<file path="config.mk">
export PLATFORM = sky130hd
export DESIGN_NAME = exu
export DESIGN_NICKNAME = d
export VERILOG_FILES = /design/src/source/exu_pkg.sv /design/src/source/exu_alu.sv /design/src/source/exu_branch.sv /design/src/source/exu_commit.sv /design/src/source/exu.sv
export VERILOG_INCLUDE_DIRS = /design/src /design/src/source
export SDC_FILE = /design/constraint.sdc
export NUM_CORES = 1
export LEC_CHECK = 0
export ABC_AREA = 0
export BUFFER_PORTS_ARGS = -buffer_cell sky130_fd_sc_hd__buf_2
export CAP_MARGIN = 20
export CORE_MARGIN = 1
export CORE_UTILIZATION = 37
export CTS_BUF_LIST = sky130_fd_sc_hd__clkbuf_4
export CTS_CLUSTER_DIAMETER = 40
export DETAILED_ROUTE_END_ITERATION = 10
export SLEW_MARGIN = 5
export SYNTH_ARGS = -nofsm -noshare
export SYNTH_HDL_FRONTEND = slang
export SYNTH_SLANG_ARGS = --single-unit
</file>
<file path="constraint.sdc">
create_clock -name clk -period 7.24 [get_ports clk]
set_clock_uncertainty 0.15 [all_clocks]
set_input_delay 1.448 -clock clk [delete_from_list [all_inputs] [get_ports clk]]
set_output_delay 1.448 -clock clk [all_outputs]
set_load 0.02 [all_outputs]
</file>
<file path="src/source/exu_consts.svh">
`ifndef EXU_CONSTS_SVH
`define EXU_CONSTS_SVH

// data and address width
`define EXU_XLEN 32

// register file index
`define EXU_REG_AW 5

`define EXU_CSR_AW 12      // full csr address space

// zimm field of csrrwi/csrrsi/csrrci
`define EXU_ZIMM_W 5

`define EXU_INST_BYTES 4   // no compressed instructions

`endif

</file>
<file path="src/source/exu_pkg.sv">
package exu_pkg;

  // instruction class, picks operands and write rules
  typedef enum logic [3:0] {
    EXC_NONE   = 4'd0,
    EXC_LUI    = 4'd1,
    EXC_AUIPC  = 4'd2,
    EXC_JAL    = 4'd3,
    EXC_JALR   = 4'd4,
    EXC_BRANCH = 4'd5,
    EXC_LOAD   = 4'd6,
    EXC_STORE  = 4'd7,
    EXC_OPIMM  = 4'd8,
    EXC_OPREG  = 4'd9,
    EXC_CSR    = 4'd10
  } exc_op_e;

  typedef enum logic [3:0] {
    ALU_ADD  = 4'd0,
    ALU_SUB  = 4'd1,
    ALU_SLL  = 4'd2,
    ALU_SLT  = 4'd3,
    ALU_SLTU = 4'd4,
    ALU_XOR  = 4'd5,
    ALU_SRL  = 4'd6,
    ALU_SRA  = 4'd7,
    ALU_OR   = 4'd8,
    ALU_AND  = 4'd9
  } alu_op_e;

  // same codes as funct3 of the branch opcode
  typedef enum logic [2:0] {
    BR_EQ  = 3'd0,
    BR_NE  = 3'd1,
    BR_LT  = 3'd4,
    BR_GE  = 3'd5,
    BR_LTU = 3'd6,
    BR_GEU = 3'd7
  } br_cond_e;

  typedef enum logic [1:0] {
    CSR_NONE = 2'd0,
    CSR_RW   = 2'd1,
    CSR_RS   = 2'd2,
    CSR_RC   = 2'd3
  } csr_op_e;

endpackage

</file>
<file path="src/source/exu_alu.sv">
`timescale 1ns/1ps
`include "exu_consts.svh"

module exu_alu (
  input  logic [`EXU_XLEN-1:0]   pc_i,
  input  logic [`EXU_XLEN-1:0]   rs1_data_i,
  input  logic [`EXU_XLEN-1:0]   rs2_data_i,
  input  logic [`EXU_XLEN-1:0]   imm_i,
  input  exu_pkg::exc_op_e       exc_op_i,
  input  exu_pkg::alu_op_e       alu_op_i,
  input  exu_pkg::csr_op_e       csr_op_i,
  input  logic [`EXU_XLEN-1:0]   csr_data_i,
  input  logic                   csr_use_imm_i,
  input  logic [`EXU_ZIMM_W-1:0] csr_zimm_i,
  output logic [`EXU_XLEN-1:0]   alu_result_o,
  output logic [`EXU_XLEN-1:0]   csr_wdata_o
);

  localparam int SHW = $clog2(`EXU_XLEN);

  logic [`EXU_XLEN-1:0] op_a;
  logic [`EXU_XLEN-1:0] op_b;
  exu_pkg::alu_op_e     op_sel;
  logic [SHW-1:0]       shamt;
  logic [`EXU_XLEN-1:0] csr_src;

  // operand select, only the OP classes honour the decoded function
  always_comb begin
    op_a   = '0;
    op_b   = '0;
    op_sel = exu_pkg::ALU_ADD;
    case (exc_op_i)
      exu_pkg::EXC_OPREG: begin
        op_a   = rs1_data_i;
        op_b   = rs2_data_i;
        op_sel = alu_op_i;
      end
      exu_pkg::EXC_OPIMM: begin
        op_a   = rs1_data_i;
        op_b   = imm_i;
        op_sel = alu_op_i;
      end
      exu_pkg::EXC_LOAD, exu_pkg::EXC_STORE: begin
        op_a = rs1_data_i;   // effective address
        op_b = imm_i;
      end
      exu_pkg::EXC_LUI:   op_b = imm_i;
      exu_pkg::EXC_AUIPC: begin
        op_a = pc_i;
        op_b = imm_i;
      end
      exu_pkg::EXC_JAL, exu_pkg::EXC_JALR: begin
        op_a = pc_i;         // link address
        op_b = `EXU_XLEN'(`EXU_INST_BYTES);
      end
      exu_pkg::EXC_CSR:   op_b = csr_data_i;  // old value goes to rd
      default: ;
    endcase
  end

  assign shamt = op_b[SHW-1:0];

  always_comb begin
    case (op_sel)
      exu_pkg::ALU_ADD:  alu_result_o = op_a + op_b;
      exu_pkg::ALU_SUB:  alu_result_o = op_a - op_b;
      exu_pkg::ALU_SLL:  alu_result_o = op_a << shamt;
      exu_pkg::ALU_SLT:  alu_result_o = `EXU_XLEN'($signed(op_a) < $signed(op_b));
      exu_pkg::ALU_SLTU: alu_result_o = `EXU_XLEN'(op_a < op_b);
      exu_pkg::ALU_XOR:  alu_result_o = op_a ^ op_b;
      exu_pkg::ALU_SRL:  alu_result_o = op_a >> shamt;
      exu_pkg::ALU_SRA:  alu_result_o = $unsigned($signed(op_a) >>> shamt);
      exu_pkg::ALU_OR:   alu_result_o = op_a | op_b;
      exu_pkg::ALU_AND:  alu_result_o = op_a & op_b;
      default:           alu_result_o = '0;
    endcase
  end

  // csr write value, source is rs1 or zero-extended zimm
  assign csr_src = csr_use_imm_i ? `EXU_XLEN'(csr_zimm_i) : rs1_data_i;

  always_comb begin
    case (csr_op_i)
      exu_pkg::CSR_RW: csr_wdata_o = csr_src;
      exu_pkg::CSR_RS: csr_wdata_o = csr_data_i | csr_src;
      exu_pkg::CSR_RC: csr_wdata_o = csr_data_i & ~csr_src;
      default:         csr_wdata_o = csr_data_i;  // unchanged
    endcase
  end

endmodule

</file>
<file path="src/source/exu_branch.sv">
`timescale 1ns/1ps
`include "exu_consts.svh"

module exu_branch (
  input  logic [`EXU_XLEN-1:0] pc_i,
  input  logic [`EXU_XLEN-1:0] rs1_data_i,
  input  logic [`EXU_XLEN-1:0] rs2_data_i,
  input  logic [`EXU_XLEN-1:0] imm_i,
  input  exu_pkg::exc_op_e     exc_op_i,
  input  exu_pkg::br_cond_e    br_cond_i,
  input  logic                 pdt_taken_i,
  output logic                 is_cf_o,
  output logic                 taken_o,
  output logic                 mispredict_o,
  output logic [`EXU_XLEN-1:0] redirect_pc_o,
  output logic                 misalign_o
);

  logic                 is_br;
  logic                 is_jal;
  logic                 is_jalr;
  logic                 eq;
  logic                 lt_s;
  logic                 lt_u;
  logic                 cond_hit;
  logic [`EXU_XLEN-1:0] tgt_sum;
  logic [`EXU_XLEN-1:0] target;
  logic [`EXU_XLEN-1:0] fall_thru;

  assign is_br   = (exc_op_i == exu_pkg::EXC_BRANCH);
  assign is_jal  = (exc_op_i == exu_pkg::EXC_JAL);
  assign is_jalr = (exc_op_i == exu_pkg::EXC_JALR);

  // own comparator, kept apart from the alu
  assign eq   = (rs1_data_i == rs2_data_i);
  assign lt_s = ($signed(rs1_data_i) < $signed(rs2_data_i));
  assign lt_u = (rs1_data_i < rs2_data_i);

  always_comb begin
    case (br_cond_i)
      exu_pkg::BR_EQ:  cond_hit = eq;
      exu_pkg::BR_NE:  cond_hit = ~eq;
      exu_pkg::BR_LT:  cond_hit = lt_s;
      exu_pkg::BR_GE:  cond_hit = ~lt_s;
      exu_pkg::BR_LTU: cond_hit = lt_u;
      exu_pkg::BR_GEU: cond_hit = ~lt_u;
      default:         cond_hit = 1'b0;
    endcase
  end

  assign is_cf_o      = is_br | is_jal | is_jalr;
  assign taken_o      = is_jal | is_jalr | (is_br & cond_hit);  // jumps always taken
  assign mispredict_o = is_cf_o & (taken_o != pdt_taken_i);

  // jalr is register relative and drops bit 0
  assign tgt_sum   = (is_jalr ? rs1_data_i : pc_i) + imm_i;
  assign target    = {tgt_sum[`EXU_XLEN-1:1], tgt_sum[0] & ~is_jalr};
  assign fall_thru = pc_i + `EXU_XLEN'(`EXU_INST_BYTES);

  assign redirect_pc_o = taken_o ? target : fall_thru;

  // taken target must be word aligned
  assign misalign_o = taken_o & target[1];

endmodule

</file>
<file path="src/source/exu_commit.sv">
`timescale 1ns/1ps
`include "exu_consts.svh"

module exu_commit (
  input  logic                   clk,
  input  logic                   rst_n_i,
  input  logic                   ex_valid_i,
  input  exu_pkg::exc_op_e       exc_op_i,
  input  logic [`EXU_REG_AW-1:0] rd_idx_i,
  input  logic [`EXU_XLEN-1:0]   alu_result_i,
  input  exu_pkg::csr_op_e       csr_op_i,
  input  logic [`EXU_CSR_AW-1:0] csr_addr_i,
  input  logic [`EXU_XLEN-1:0]   csr_wdata_i,
  input  logic                   is_cf_i,
  input  logic                   taken_i,
  input  logic                   mispredict_i,
  input  logic [`EXU_XLEN-1:0]   redirect_pc_i,
  input  logic                   misalign_i,
  output logic                   result_valid_o,
  output logic [`EXU_REG_AW-1:0] rd_idx_o,
  output logic [`EXU_XLEN-1:0]   rd_data_o,
  output logic                   rd_we_o,
  output logic [`EXU_CSR_AW-1:0] csr_addr_o,
  output logic [`EXU_XLEN-1:0]   csr_wdata_o,
  output logic                   csr_we_o,
  output logic                   redirect_valid_o,
  output logic [`EXU_XLEN-1:0]   redirect_pc_o,
  output logic                   bpu_valid_o,
  output logic                   branch_taken_o,
  output logic                   trap_misalign_o
);

  logic writes_rd;
  logic rd_we_d;
  logic csr_we_d;
  logic redirect_d;

  // store, branch and bubbles have no rd
  assign writes_rd = !(exc_op_i inside {exu_pkg::EXC_NONE, exu_pkg::EXC_STORE,
                                        exu_pkg::EXC_BRANCH});
  assign rd_we_d    = writes_rd & (rd_idx_i != '0) & ~misalign_i;  // trap kills link write
  assign csr_we_d   = (exc_op_i == exu_pkg::EXC_CSR) & (csr_op_i != exu_pkg::CSR_NONE);
  assign redirect_d = mispredict_i & ~misalign_i;

  // control bits, low after an empty slot
  always_ff @(posedge clk) begin
    if (!rst_n_i) begin
      result_valid_o   <= 1'b0;
      rd_we_o          <= 1'b0;
      csr_we_o         <= 1'b0;
      redirect_valid_o <= 1'b0;
      bpu_valid_o      <= 1'b0;
      trap_misalign_o  <= 1'b0;
    end else begin
      result_valid_o   <= ex_valid_i;
      rd_we_o          <= ex_valid_i & rd_we_d;
      csr_we_o         <= ex_valid_i & csr_we_d;
      redirect_valid_o <= ex_valid_i & redirect_d;
      bpu_valid_o      <= ex_valid_i & is_cf_i;
      trap_misalign_o  <= ex_valid_i & misalign_i;
    end
  end

  // payload holds its last value between instructions
  always_ff @(posedge clk) begin
    if (ex_valid_i) begin
      rd_idx_o       <= rd_idx_i;
      rd_data_o      <= alu_result_i;
      csr_addr_o     <= csr_addr_i;
      csr_wdata_o    <= csr_wdata_i;
      redirect_pc_o  <= redirect_pc_i;
      branch_taken_o <= taken_i;
    end
  end

endmodule

</file>
<file path="src/source/exu.sv">
`timescale 1ns/1ps
`include "exu_consts.svh"

module exu (
  input  logic                   clk,
  input  logic                   rst_n_i,
  input  logic                   ex_valid_i,
  input  logic [`EXU_XLEN-1:0]   pc_i,
  input  logic [`EXU_XLEN-1:0]   rs1_data_i,
  input  logic [`EXU_XLEN-1:0]   rs2_data_i,
  input  logic [`EXU_XLEN-1:0]   imm_i,
  input  logic [`EXU_REG_AW-1:0] rd_idx_i,
  input  exu_pkg::exc_op_e       exc_op_i,
  input  exu_pkg::alu_op_e       alu_op_i,
  input  exu_pkg::br_cond_e      br_cond_i,
  input  exu_pkg::csr_op_e       csr_op_i,
  input  logic [`EXU_CSR_AW-1:0] csr_addr_i,
  input  logic [`EXU_XLEN-1:0]   csr_data_i,
  input  logic                   csr_use_imm_i,
  input  logic [`EXU_ZIMM_W-1:0] csr_zimm_i,
  input  logic                   pdt_taken_i,   // predictor direction
  output logic                   result_valid_o,
  output logic [`EXU_REG_AW-1:0] rd_idx_o,
  output logic [`EXU_XLEN-1:0]   rd_data_o,
  output logic                   rd_we_o,
  output logic [`EXU_CSR_AW-1:0] csr_addr_o,
  output logic [`EXU_XLEN-1:0]   csr_wdata_o,
  output logic                   csr_we_o,
  output logic                   redirect_valid_o,
  output logic [`EXU_XLEN-1:0]   redirect_pc_o,
  output logic                   bpu_valid_o,
  output logic                   branch_taken_o,
  output logic                   trap_misalign_o
);

  logic [`EXU_XLEN-1:0] alu_result;
  logic [`EXU_XLEN-1:0] csr_wdata;
  logic                 is_cf;
  logic                 taken;
  logic                 mispredict;
  logic [`EXU_XLEN-1:0] redirect_pc;
  logic                 misalign;

  // datapath and resolver both see every instruction
  exu_alu u_alu (
    .*,
    .alu_result_o (alu_result),
    .csr_wdata_o  (csr_wdata)
  );

  exu_branch u_branch (
    .*,
    .is_cf_o       (is_cf),
    .taken_o       (taken),
    .mispredict_o  (mispredict),
    .redirect_pc_o (redirect_pc),
    .misalign_o    (misalign)
  );

  // stage register toward mem
  exu_commit u_commit (
    .*,
    .alu_result_i  (alu_result),
    .csr_wdata_i   (csr_wdata),
    .is_cf_i       (is_cf),
    .taken_i       (taken),
    .mispredict_i  (mispredict),
    .redirect_pc_i (redirect_pc),
    .misalign_i    (misalign)
  );

endmodule

</file>
==> run_results.csv <==
group,metric,value,unit
logic_synthesis,yosysWarnings,0,
clock_tree,ctsLongestPathBuffers,2,
placed_design,place.detailed.hpwl,69.9,mm
global_route,grt_pass1_wl,130,mm
floorplan,die_width,224,um
pwr,power_frac_clock,0.188,
logic_synthesis,seq_area_frac_synth,0.195,
sta,finalHoldViolations,0,
pwr,power_frac_comb,0.539,
pwr,p_int,0.00168,W
routing,drt_pre_antenna_iters,11,
routing,viasPerCell,6.30,
finish,multiInputGateArea,13300,um^2
sta,fin_ws,961,ps
worst_setup_path,startpoint_type,"input port",
clock_tree,path_clk_slew,170,ps
clock_tree,ctsResizeCount,0,
finish,layout-drive-gt1-share,0.214,
logic_synthesis,synth_top_area_frac,0.188,
placed_design,place_ws,436,ps
placed_design,place_congestion,1.01,
routing,antenna_left,0,
logic_synthesis,yosys-top-cells-area,"edfxtp_1, ha_1, mux2i_1",
floorplan,num_rows,80,
floorplan,fp.coreArea,48100,um^2
clock_tree,htreeDepth,4,
sta,tns,0,ps
logic_synthesis,synthCells,2338,
logic_synthesis,synth_edf_count,114,
floorplan,start_util,0.378,
logic_synthesis,synth-seq-cells,120,
finish,areaGrowthSynthToFinish,14.8,%
clock_tree,cts-root-buf,"clkbuf_4",
sta,setup_violations,0,
clock_tree,cts_tree,"built",
logic_synthesis,synth_common_cells,"nand2_1, nor2_1, a21oi_1, inv_1, ha_1",
placed_design,port_buffers,319,
finish,fin_util,0.434,
sta,period_minus_slack,6280,ps
finish,final_cell_area,20900,um^2
pwr,swShare,0.483,
logic_synthesis,synth_flop_cell,"edfxtp_1",
min_path,min_path_type,"input port to flip-flop",
status,status,"finished with violations",
floorplan,die_area,50100,um^2
sta,rsz0062_at_grt,"no",
sta,fmax,159,MHz
sta,fin_crit_sh,0.867,
worst_setup_path,cp_max_fo,16,
pwr,switchingPower,0.00157,W
routing,routedWlPerCell,27.3,um
logic_synthesis,netlist_area,18200,um^2
sta,worst_slew_pin_slew,1010,ps
finish,seqCellArea,3540,um^2
logic_synthesis,synth_cell_types,101,
routing,vias,20600,
global_route,antenna_found_initial,5,
clock_tree,hold_buffers,0,
global_route,grt_overflow_total,0,
routing,drc,2,
clock_tree,numCtsBuffers,17,
status,violations,"design-rule violations",
worst_setup_path,end_kind,"flip-flop",
floorplan,die_h,224,um
finish,final.fill_count,4961,
logic_synthesis,syn_nets,2703,
pwr,seq_power_share,0.273,
run,maxCapViolCount,0,
floorplan,io-pin-count,320,
worst_setup_path,worstPathArrival,6620,ps
placed_design,placed_cell_area,20600,um^2
logic_synthesis,synth.most_common_cell,"nand2_1",
worst_setup_path,cp.required,7580,ps
sta,drv_slew,0,
pwr,ir_drop,0.0000870,V
routing,drtIter0Drc,2960,
logic_synthesis,syn_area_per_cell,7.79,um^2
worst_setup_path,worstSetupPathType,"input port to flip-flop",
sta,max_slew_margin,0.311,
global_route,grt_max_degree,68,
clock_tree,post-cts-setup-buffers,0,
clock_tree,clkSinkCount,120,
pwr,p_per_area,155,nW/um^2
global_route,grt_pass1_vias,19400,
logic_synthesis,ys_async_sr_fraction,0,
logic_synthesis,synth_top_cell_by_area,"edfxtp_1",
routing,routed_wl,89.5,mm
global_route,grt_util_all_layers,0.349,
pwr,p_leak,9.31,nW
finish,nets,2965,
## layout by cell type, fill, tap and decap left out, types with 9 or more instances in the layout
cell,count
nor3_1,39
xnor2_1,47
o211ai_1,31
o221ai_1,26
o21bai_1,18
a211oi_1,40
mux2_2,65
edfxtp_1,114
nor2_1,202
a222oi_1,29
o21a_1,15
a31oi_1,19
a22o_1,32
a221oi_1,20
or2_2,10
o2111ai_1,9
and2_1,12
nand2b_1,22
nand3_1,49
mux2i_1,113
o21ai_1,9
clkbuf_4,17
inv_1,163
nand2_1,233
buf_2,318
a22oi_1,35
nand4_1,22
and3_1,12
ha_1,162
nor2b_1,14
o21ai_0,160
o22ai_1,35
a21oi_1,175
o31ai_1,16
a21o_1,43
xor2_1,17
buf_4,80
## power groups by stage
stage          combinational, W  clock (W)  sequential, W
2_1_floorplan          0.000980          0       0.000994
3_3_place_gp            0.00170          0       0.000901
3_5_place_dp            0.00169          0       0.000902
4_1_cts                 0.00171   0.000623       0.000887
5_1_grt                 0.00186   0.000640       0.000892
6_report                0.00175   0.000610       0.000887
## cell families after synthesis
| kind of cell | count (synthesis) | share of synthesized area |
|---|---|---|
| buffers and inverters | 325 | 0.0758 |
| flip-flops | 120 | 0.195 |
| XOR/XNOR | 64 | 0.0308 |
| multiplexers | 190 | 0.112 |
| AND/OR/NAND/NOR | 670 | 0.169 |
| adder cells (fa/ha/maj) | 166 | 0.115 |
| AO/OA/AOI/OAI | 803 | 0.302 |
## final timing paths
| path | from | to | slack (ps) | cells after the start |
|---|---|---|---|---|
| hold / removal | csr_addr_i[1] | u_commit.csr_addr_o[1] | 710 | 1 |
| setup / recovery | exc_op_i[2] | u_commit.rd_data_o[0] | 960 | 17 |
## worst max-delay path, stage by stage
cell and delay (ps):
buf_2 210, nand2b_1 290, o221ai_2 730, buf_4 370, a222oi_1 150, ha_1 480, and3b_1 340, nand4b_1 200
a211oi_1 580, nor3b_1 190, o21ai_1 280, a31o_2 230, o21ai_1 140, nor4b_1 330, buf_4 200, nor4_1 60
or4_1 390
## final cells by class
| cell class | instances | area share |
|---|---|---|
| Timing Repair Buffer | 400 | 0.106 |
| Clock inverter | 15 | 0.00862 |
| Tap cell | 656 | 0.0393 |
| Sequential cell | 120 | 0.170 |
| Multi-Input combinational cell | 1893 | 0.638 |
| Clock buffer | 17 | 0.00611 |
| Antenna cell | 5 | 0.000599 |
| Inverter | 168 | 0.0311 |
## state kept, by name (all words and copies together), names as in the netlist
signal	cells
u_commit.bpu_valid_o	1
u_commit.branch_taken_o	1
u_commit.csr_addr_o	12
u_commit.csr_wdata_o	32
u_commit.csr_we_o	1
u_commit.rd_data_o	32
u_commit.rd_idx_o	5
u_commit.rd_we_o	1
u_commit.redirect_pc_o	32
u_commit.redirect_valid_o	1
u_commit.result_valid_o	1
u_commit.trap_misalign_o	1
## per-layer routing
layer | part of all wire | GRT usage | vias up
met5 | 0 | 0 | -
met4 | 0.045 | 0.159 | 0
met3 | 0.083 | 0.0550 | 212
met2 | 0.44 | 0.544 | 1237
met1 | 0.43 | 0.473 | 9890
li1 | - | - | 9284
## per-stage QoR
step	cells	total power [W]	hold slack [ps]
2_1_floorplan	2338	0.00197	1400
3_3_place_gp	3235	0.00260	1480
3_5_place_dp	3237	0.00260	1480
4_1_cts	3269	0.00322	603
5_1_grt	3274	0.00339	658
6_report	3274	0.00325	705
Power figures use the tool's default switching activity.
